[config.mk]
export PLATFORM = sky130hd
export DESIGN_NAME = dtim
export DESIGN_NICKNAME = d
export VERILOG_FILES = /design/src/verilog/dtim_pkg.sv /design/src/verilog/dtim_bank.sv /design/src/verilog/dtim_front.sv /design/src/verilog/dtim_back.sv /design/src/verilog/dtim.sv
export SDC_FILE = /design/constraint.sdc
export NUM_CORES = 2
export LEC_CHECK = 0
export BUFFER_PORTS_ARGS = -buffer_cell sky130_fd_sc_hd__buf_2
export CORE_MARGIN = 3
export CORE_UTILIZATION = 55
export CTS_CLUSTER_DIAMETER = 150
export DETAILED_ROUTE_END_ITERATION = 8
export PLACE_DENSITY = 0.71
export SYNTH_ARGS = -nofsm -noshare
export SYNTH_HDL_FRONTEND = slang
export SYNTH_SLANG_ARGS = --single-unit
[constraint.sdc]
create_clock -name clock -period 17.55 [get_ports clock]
set_clock_uncertainty 0.1 [all_clocks]
set_input_delay 1.755 -clock clock [delete_from_list [all_inputs] [get_ports clock]]
set_output_delay 1.755 -clock clock [all_outputs]
set_load 0.01 [all_outputs]
[src/verilog/dtim_pkg.sv]
package dtim_pkg;

  // ----------------------------------------
  // widest fields carried between blocks
  localparam int index_max = 8;   // largest supported bank index
  localparam int bank_max = 8;
  localparam int tag_max = 30;
  localparam int entry_max = 64;

  // entry layout
  localparam int lock_pos = 0;    // counted down from entry msb
  localparam int dirty_pos = 1;   // counted down from entry msb
  localparam int tag_lsb = 32;    // tag sits right above the data word

  typedef logic [31:0] word_t;
  typedef logic [3:0] strb_t;

  // ----------------------------------------
  typedef struct packed {
    logic valid;
    logic fence;
    word_t addr;
    word_t wdata;
    strb_t wstrb;                 // zero for a load
  } cpu_req_t;

  typedef struct packed {
    logic ready;
    word_t rdata;
  } cpu_rsp_t;

  typedef struct packed {
    logic valid;
    word_t addr;
    word_t wdata;
    strb_t wstrb;
  } mem_req_t;

  typedef struct packed {
    logic ready;
    word_t rdata;
  } mem_rsp_t;

  // ----------------------------------------
  typedef struct packed {
    logic [index_max-1:0] raddr;
  } bank_rd_t;

  typedef struct packed {
    logic wen;
    logic [index_max-1:0] waddr;
    logic [entry_max-1:0] wdata;
  } bank_wr_t;

  typedef struct packed {
    logic valid;
    bank_rd_t rd;                 // index of the entry under scan
    logic [bank_max-1:0] bank;
  } scan_t;

  typedef struct packed {
    logic valid;
    logic fence;
    logic store;
    strb_t wstrb;
    word_t wdata;
    logic [tag_max-1:0] tag;
    logic [index_max-1:0] index;
    logic [bank_max-1:0] bank;
  } held_req_t;

endpackage

[src/verilog/dtim_bank.sv]
`timescale 1ns/100ps

module dtim_bank #(
  parameter int entry_width = 58,
  parameter int bank_depth = 16
) (
  input logic clock,
  input dtim_pkg::bank_rd_t rd,
  input dtim_pkg::bank_wr_t wr,
  output logic [entry_width-1:0] rdata
);

  localparam int index_w = $clog2(bank_depth);

  // zeroed at start so every entry begins unlocked
  logic [entry_width-1:0] entries [bank_depth] = '{default: '0};
  logic [index_w-1:0] raddr;

  always_ff @(posedge clock) begin
    raddr <= rd.raddr[index_w-1:0];
    if (wr.wen) begin
      entries[wr.waddr[index_w-1:0]] <= wr.wdata[entry_width-1:0];
    end
  end

  assign rdata = entries[raddr];  // data follows the address by a cycle

endmodule

[src/verilog/dtim_front.sv]
`timescale 1ns/100ps

module dtim_front #(
  parameter int bank_count = 4,
  parameter int bank_depth = 16
) (
  input logic clock,
  input logic reset,
  input dtim_pkg::cpu_req_t cpu_req,
  input dtim_pkg::scan_t scan,
  output dtim_pkg::held_req_t held_req,
  output dtim_pkg::bank_rd_t rd [bank_count]
);

  import dtim_pkg::*;

  localparam int index_w = $clog2(bank_depth);
  localparam int bank_w = $clog2(bank_count);
  localparam int tag_w = 30 - index_w - bank_w;

  logic [bank_w-1:0] req_bank;
  logic [index_w-1:0] req_index;
  logic [tag_w-1:0] req_tag;

  // word address splits as tag | index | bank
  assign req_bank = cpu_req.addr[bank_w+1:2];
  assign req_index = cpu_req.addr[index_w+bank_w+1:bank_w+2];
  assign req_tag = cpu_req.addr[31:index_w+bank_w+2];

  // ----------------------------------------
  // bank read address routing
  always_comb begin
    for (int b = 0; b < bank_count; b++) begin
      rd[b].raddr = '0;
    end
    if (scan.valid) begin
      rd[scan.bank[bank_w-1:0]].raddr = scan.rd.raddr;   // fence owns the banks
    end else if (cpu_req.valid) begin
      rd[req_bank].raddr = index_max'(req_index);
    end
  end

  // ----------------------------------------
  // request register
  always_ff @(posedge clock) begin
    if (!reset) begin
      held_req.valid <= 1'b0;
    end else begin
      held_req.valid <= cpu_req.valid;  // one cycle per request
    end
    if (cpu_req.valid) begin
      held_req.fence <= cpu_req.fence;
      held_req.store <= |cpu_req.wstrb;
      held_req.wstrb <= cpu_req.wstrb;
      held_req.wdata <= cpu_req.wdata;
      held_req.tag <= tag_max'(req_tag);
      held_req.index <= index_max'(req_index);
      held_req.bank <= bank_max'(req_bank);
    end
  end

endmodule

[src/verilog/dtim_back.sv]
`timescale 1ns/100ps

module dtim_back #(
  parameter int bank_count = 4,
  parameter int bank_depth = 16,
  parameter dtim_pkg::word_t base_addr = 32'h0000_1000,
  parameter dtim_pkg::word_t top_addr = 32'h0000_1100,
  localparam int entry_width = 64 - $clog2(bank_count) - $clog2(bank_depth)
) (
  input logic clock,
  input logic reset,
  input dtim_pkg::held_req_t held_req,
  input logic [entry_width-1:0] rdata [bank_count],
  output dtim_pkg::bank_wr_t wr [bank_count],
  output dtim_pkg::scan_t scan,
  output dtim_pkg::cpu_rsp_t cpu_rsp,
  output dtim_pkg::mem_req_t mem_req,
  input dtim_pkg::mem_rsp_t mem_rsp
);

  import dtim_pkg::*;

  localparam int index_w = $clog2(bank_depth);
  localparam int bank_w = $clog2(bank_count);
  localparam int tag_w = 30 - index_w - bank_w;
  localparam int pos_w = index_w + bank_w;
  localparam int lock_bit = entry_width - 1 - lock_pos;
  localparam int dirty_bit = entry_width - 1 - dirty_pos;

  typedef enum logic [1:0] {
    st_idle,                      // also serves hits
    st_miss,
    st_pass,
    st_fence
  } state_t;

  state_t state;
  state_t state_next;
  held_req_t pend;                // request waiting on memory
  logic [pos_w-1:0] pos;          // fence position, index above bank
  logic [pos_w-1:0] scan_pos;
  logic wb_busy;
  logic scan_done;
  logic step;

  logic [tag_w-1:0] req_tag;
  logic [index_w-1:0] req_index;
  logic [bank_w-1:0] req_bank;
  word_t req_addr;
  logic in_window;
  logic tag_match;
  logic [entry_width-1:0] hit_entry;
  logic [entry_width-1:0] scan_entry;

  function automatic word_t merge(word_t base, word_t wdata, strb_t wstrb);
    word_t result;
    result = base;
    for (int i = 0; i < 4; i++) begin
      if (wstrb[i]) begin
        result[8*i +: 8] = wdata[8*i +: 8];
      end
    end
    return result;
  endfunction

  // a written entry is always locked
  function automatic logic [entry_max-1:0] pack_entry(logic dirty, logic [tag_w-1:0] tag,
                                                      word_t data);
    logic [entry_width-1:0] e;
    e = '0;
    e[lock_bit] = 1'b1;
    e[dirty_bit] = dirty;
    e[tag_lsb +: tag_w] = tag;
    e[tag_lsb-1:0] = data;
    return entry_max'(e);
  endfunction

  // ----------------------------------------
  // classify the held request
  assign req_tag = held_req.tag[tag_w-1:0];
  assign req_index = held_req.index[index_w-1:0];
  assign req_bank = held_req.bank[bank_w-1:0];
  assign req_addr = {req_tag, req_index, req_bank, 2'b00};
  assign in_window = (req_addr >= base_addr) && (req_addr < top_addr);
  assign hit_entry = rdata[req_bank];
  assign tag_match = hit_entry[tag_lsb +: tag_w] == req_tag;
  assign scan_entry = rdata[pos[bank_w-1:0]];

  always_comb begin
    for (int b = 0; b < bank_count; b++) begin
      wr[b] = '0;
    end
    cpu_rsp = '0;
    mem_req = '0;
    scan = '0;
    scan_pos = pos;
    state_next = state;
    step = 1'b0;

    case (state)
      st_idle: begin
        if (held_req.valid) begin
          if (held_req.fence) begin
            scan.valid = 1'b1;                  // read entry zero now
            state_next = st_fence;
          end else if (!in_window || (hit_entry[lock_bit] && !tag_match)) begin
            mem_req.valid = 1'b1;
            mem_req.addr = req_addr;
            mem_req.wdata = held_req.wdata;
            mem_req.wstrb = held_req.wstrb;
            state_next = st_pass;
          end else if (!hit_entry[lock_bit]) begin
            mem_req.valid = 1'b1;               // fill read
            mem_req.addr = req_addr;
            state_next = st_miss;
          end else begin
            cpu_rsp.ready = 1'b1;
            cpu_rsp.rdata = hit_entry[tag_lsb-1:0];
            if (held_req.store) begin
              wr[req_bank].wen = 1'b1;
              wr[req_bank].waddr = held_req.index;
              wr[req_bank].wdata = pack_entry(1'b1, req_tag,
                merge(hit_entry[tag_lsb-1:0], held_req.wdata, held_req.wstrb));
            end
          end
        end
      end

      st_miss: begin
        if (mem_rsp.ready) begin
          wr[pend.bank[bank_w-1:0]].wen = 1'b1;
          wr[pend.bank[bank_w-1:0]].waddr = pend.index;
          wr[pend.bank[bank_w-1:0]].wdata = pack_entry(pend.store, pend.tag[tag_w-1:0],
            merge(mem_rsp.rdata, pend.wdata, pend.wstrb));
          cpu_rsp.ready = 1'b1;
          cpu_rsp.rdata = mem_rsp.rdata;
          state_next = st_idle;
        end
      end

      st_pass: begin
        if (mem_rsp.ready) begin
          cpu_rsp.ready = 1'b1;
          cpu_rsp.rdata = mem_rsp.rdata;
          state_next = st_idle;
        end
      end

      st_fence: begin
        step = !wb_busy || mem_rsp.ready;       // no write-back left open
        if (scan_done) begin
          if (step) begin
            cpu_rsp.ready = 1'b1;
            state_next = st_idle;
          end
        end else begin
          if (step) begin
            scan_pos = pos + 1'b1;
            wr[pos[bank_w-1:0]].wen = 1'b1;     // clear visited entry
            wr[pos[bank_w-1:0]].waddr = index_max'(pos[pos_w-1:bank_w]);
            if (scan_entry[lock_bit] && scan_entry[dirty_bit]) begin
              mem_req.valid = 1'b1;
              mem_req.addr = {scan_entry[tag_lsb +: tag_w], pos, 2'b00};
              mem_req.wdata = scan_entry[tag_lsb-1:0];
              mem_req.wstrb = 4'hf;
            end
          end
          scan.valid = 1'b1;                    // keep rdata on the next entry
          scan.rd.raddr = index_max'(scan_pos[pos_w-1:bank_w]);
          scan.bank = bank_max'(scan_pos[bank_w-1:0]);
        end
      end

      default: begin
        state_next = st_idle;
      end
    endcase
  end

  // ----------------------------------------
  always_ff @(posedge clock) begin
    if (!reset) begin
      state <= st_idle;
      pos <= '0;
      wb_busy <= 1'b0;
      scan_done <= 1'b0;
    end else begin
      state <= state_next;
      if (state == st_idle) begin
        pos <= '0;
        wb_busy <= 1'b0;
        scan_done <= 1'b0;
      end else if (state == st_fence && step && !scan_done) begin
        pos <= pos + 1'b1;
        wb_busy <= mem_req.valid;
        scan_done <= &pos;                      // last entry visited
      end
    end
    if (state == st_idle && held_req.valid) begin
      pend <= held_req;
    end
  end

endmodule

[src/verilog/dtim.sv]
`timescale 1ns/100ps

module dtim #(
  parameter int bank_count = 4,
  parameter int bank_depth = 16,
  parameter dtim_pkg::word_t base_addr = 32'h0000_1000,
  parameter dtim_pkg::word_t top_addr = 32'h0000_1100
) (
  input logic clock,
  input logic reset,
  input dtim_pkg::cpu_req_t cpu_req,
  output dtim_pkg::cpu_rsp_t cpu_rsp,
  output dtim_pkg::mem_req_t mem_req,
  input dtim_pkg::mem_rsp_t mem_rsp
);

  import dtim_pkg::*;

  localparam int entry_width = 64 - $clog2(bank_count) - $clog2(bank_depth);

  held_req_t held_req;
  scan_t scan;
  bank_rd_t rd [bank_count];
  bank_wr_t wr [bank_count];
  logic [entry_width-1:0] rdata [bank_count];

  dtim_front #(
    .bank_count (bank_count),
    .bank_depth (bank_depth)
  ) front_i (
    .clock    (clock),
    .reset    (reset),
    .cpu_req  (cpu_req),
    .scan     (scan),
    .held_req (held_req),
    .rd       (rd)
  );

  for (genvar b = 0; b < bank_count; b++) begin : bank_g
    dtim_bank #(
      .entry_width (entry_width),
      .bank_depth  (bank_depth)
    ) bank_i (
      .clock (clock),
      .rd    (rd[b]),
      .wr    (wr[b]),
      .rdata (rdata[b])
    );
  end

  dtim_back #(
    .bank_count (bank_count),
    .bank_depth (bank_depth),
    .base_addr  (base_addr),
    .top_addr   (top_addr)
  ) back_i (
    .clock    (clock),
    .reset    (reset),
    .held_req (held_req),
    .rdata    (rdata),
    .wr       (wr),
    .scan     (scan),
    .cpu_rsp  (cpu_rsp),
    .mem_req  (mem_req),
    .mem_rsp  (mem_rsp)
  );

endmodule

==> flow_metrics.env <==
export IMPL_hold_class="reg2reg"
export IMPL_synthArstFlopShare_pct=0
export IMPL_ir_worst_vdd_uv=92.3
export IMPL_portBuffers=202
export IMPL_crit_path_end_kind="output port"
export IMPL_core_area_um2=280000
export IMPL_maxCapViolCount=0
export IMPL_die_y_um=538
export IMPL_synth_edf_count=3847
export IMPL_cts_root_buf="clkbuf_16"
export IMPL_start_util_pct=55.5
export IMPL_fin_setup_tns_ns=0
export IMPL_remaining_drc_errors=0
export IMPL_power_switching_uw=3870
export IMPL_post_drt_wl_per_cell_um=38.7
export IMPL_vias=84200
export IMPL_cts_setup_buffers=0
export IMPL_cellLeakagePower_uw=0.0567
export IMPL_worstSetupPathType="reg2out"
export IMPL_seqPwrFrac_pct=53.6
export IMPL_cp_max_fo=54
export IMPL_synth_top_area_cell="edfxtp_1"
export IMPL_yosys_warnings=0
export IMPL_insertion_delay_ns=0.94
export IMPL_cts_resized=0
export IMPL_power_share_switching_pct=20.5
export IMPL_synthTopCellsByCount="3847 x edfxtp_1, 901 x mux4_2, 456 x mux2i_1"
export IMPL_dpl_instance_area_um2=161000
export IMPL_pwr_share_comb_pct=2.6
export IMPL_die_area_um2=289000
export IMPL_layout_nets=8089
export IMPL_synth_most_common_cell="edfxtp_1"
export IMPL_top_layer="met5"
export IMPL_drv_slew=1
export IMPL_hold_viol_final=0
export IMPL_synth_top_area_share_pct=74.3
export IMPL_grt_overflow=0
export IMPL_cts_buffers=388
export IMPL_slew_headroom_pct=-10.7
export IMPL_io_pins=207
export IMPL_n_fill_cell=19000
export IMPL_cts_htree_levels=5
export IMPL_synth_area_um2=155000
export IMPL_vias_per_cell=6.99
export IMPL_internal_power_uw=15000
export IMPL_syn_inst=7655
export IMPL_critPathArrivalTime_ns=8.43
export IMPL_fmax_mhz=97.3
export IMPL_status="finished, violations left"
export IMPL_grtUsageTotal_pct=32.4
export IMPL_wl_um=467000
export IMPL_chipWidth_um=538
export IMPL_cts_tree="built"
export IMPL_drive_above_1_share_pct=25.8
export IMPL_finalSetupViolCount=0
export IMPL_wl_met2_um=214000
export IMPL_clk_pin_slew_ns=0.06
export IMPL_dr_wl_met3_um=54500
export IMPL_wl_met1_um=164000
export IMPL_rsz0062_at_grt="no"
export IMPL_syn_to_final_growth_pct=11.9
export IMPL_cts_buffer_depth=4
export IMPL_placementRows=194
export IMPL_avgSynthCellArea_um2=20.3
export IMPL_ys_ff_latch=3874
export IMPL_grt_max_degree=140
export IMPL_cellPowerDensity_nw_per_um2=109
export IMPL_ys_types=80
export IMPL_clkPwrFrac_pct=43.8
export IMPL_synthTopCellsByArea="edfxtp_1 74%, mux4_2 13%, mux2i_1 2.9%"
export IMPL_antenna_left=1
export IMPL_grt_first_pass_wirelength_um=648000
export IMPL_violations="antenna violations, max-slew violations"
export IMPL_fin_crit_ns=10.28
export IMPL_ys_seq_area_share_pct=74.7
export IMPL_hp_start="front_i.held_req[76]"
export IMPL_fin_util_pct=62.1
export IMPL_grt_pass1_vias=82500
export IMPL_period_share_pct=58.6
export IMPL_gp_congestion=0.978
export IMPL_cp_required_ns=15.69
export IMPL_start_kind="register"
export IMPL_tightest_slew_ns=1.66
export IMPL_cts_hold_buf=0
export IMPL_drt_pass1_iterations=7
export IMPL_total_power_uw=18900
export IMPL_synth_ff_type="edfxtp_1"
export IMPL_finalInstanceArea_um2=174000
export IMPL_dp_hpwl_um=276000
export IMPL_clock_sinks=3874
export IMPL_antenna_found_initial=35
export IMPL_first_iter_violations=13300
-- final timing paths --
check	endpoint	slack (ns)	depth (start not counted)
setup reg to reg	bank_g[2].bank_i.entries[8][12]	7.76	16
setup / recovery	cpu_rsp[12]	7.27	15
hold / removal	back_i.pend[76]	0.38	0
hold reg to reg	back_i.pend[76]	0.38	0
-- layout make-up --
class	instances	area, um2	share of cell area, %
Multi-Input combinational cell	3268	37600	21.6
Clock buffer	485	10300	5.90
Clock inverter	224	2380	1.37
Timing Repair Buffer	422	2750	1.58
Antenna cell	37	92.6	0.0532
Tap cell	3724	4660	2.68
Inverter	20	83.8	0.0482
Sequential cell	3874	116000	66.7
-- power by group through the flow --
stage          sequential [uW]  clock, uW  combinational [uW]
6_report                 10100       8270                 489
5_1_grt                  10100       8690                 502
4_1_cts                  10100       8320                 478
3_5_place_dp             10300          0                 476
3_3_place_gp             10300          0                 472
2_1_floorplan            10300          0                 294
-- critical path: stages (launching register included) --
cell	delay, ns
dfxtp_4	0.85
buf_4	0.91
buf_4	0.82
mux4_2	0.61
mux2_2	0.38
nand2_1	0.11
o2111ai_1	0.14
o21ai_0	0.22
o211ai_1	0.13
or4_1	0.82
nor4_4	0.64
and3_4	0.60
buf_4	0.57
nand2_1	0.14
a21oi_1	0.17
buf_2	0.17
-- cells by family after synthesis --
kind of cell	share of synthesized area (%)
other cells	0.00241
flops	74.7
simple gates	2.93
mux	17.1
buf+inv	1.47
xor+xnor	0.0676
compound gates	3.73
fa+ha+maj	0.0805
-- layer usage --
metal  GRT usage (%)  vias to the layer above
li1                -                    32800
met1            43.6                    44300
met2            48.3                     5972
met3            7.80                     1135
met4            20.1                        6
met5               0                        -
-- sequential cells by signal (all words and copies together), names as in the netlist, named ones only --
name and cells:
bank_g.bank_i.entries 3712, front_i.held_req 69, back_i.pend 67, back_i.pos 6, back_i.state 2, back_i.scan_done 1, back_i.wb_busy 1
-- placed cells by master, fill, tap and decap left out, types with 44 or more instances in the layout --
| cell type | n |
|---|---|
| edfxtp_1 | 3847 |
| mux4_2 | 901 |
| mux2i_1 | 456 |
| clkbuf_16 | 397 |
| nand2_1 | 279 |
| a22oi_1 | 278 |
| nor2_1 | 224 |
| buf_4 | 213 |
| buf_2 | 201 |
| mux2_2 | 148 |
| a21oi_1 | 132 |
| nand3_1 | 121 |
| clkinv_1 | 91 |
| clkbuf_1 | 88 |
| and3_1 | 74 |
| a32oi_1 | 67 |
| clkinv_2 | 56 |
| o21ai_0 | 55 |
| bufinv_16 | 44 |
-- stage by stage --
stage / instances / hold WS [ns] / setup WS [ns]
after detailed placement: 11300 / 0.351 / 7.81
after global placement: 11300 / 0.360 / 7.95
after floorplan: 7656 / 0.324 / 7.22
after CTS: 12000 / 0.376 / 7.25
after global routing: 12000 / 0.388 / 6.85
final: 12100 / 0.379 / 7.27
Power figures use the tool's default switching activity.
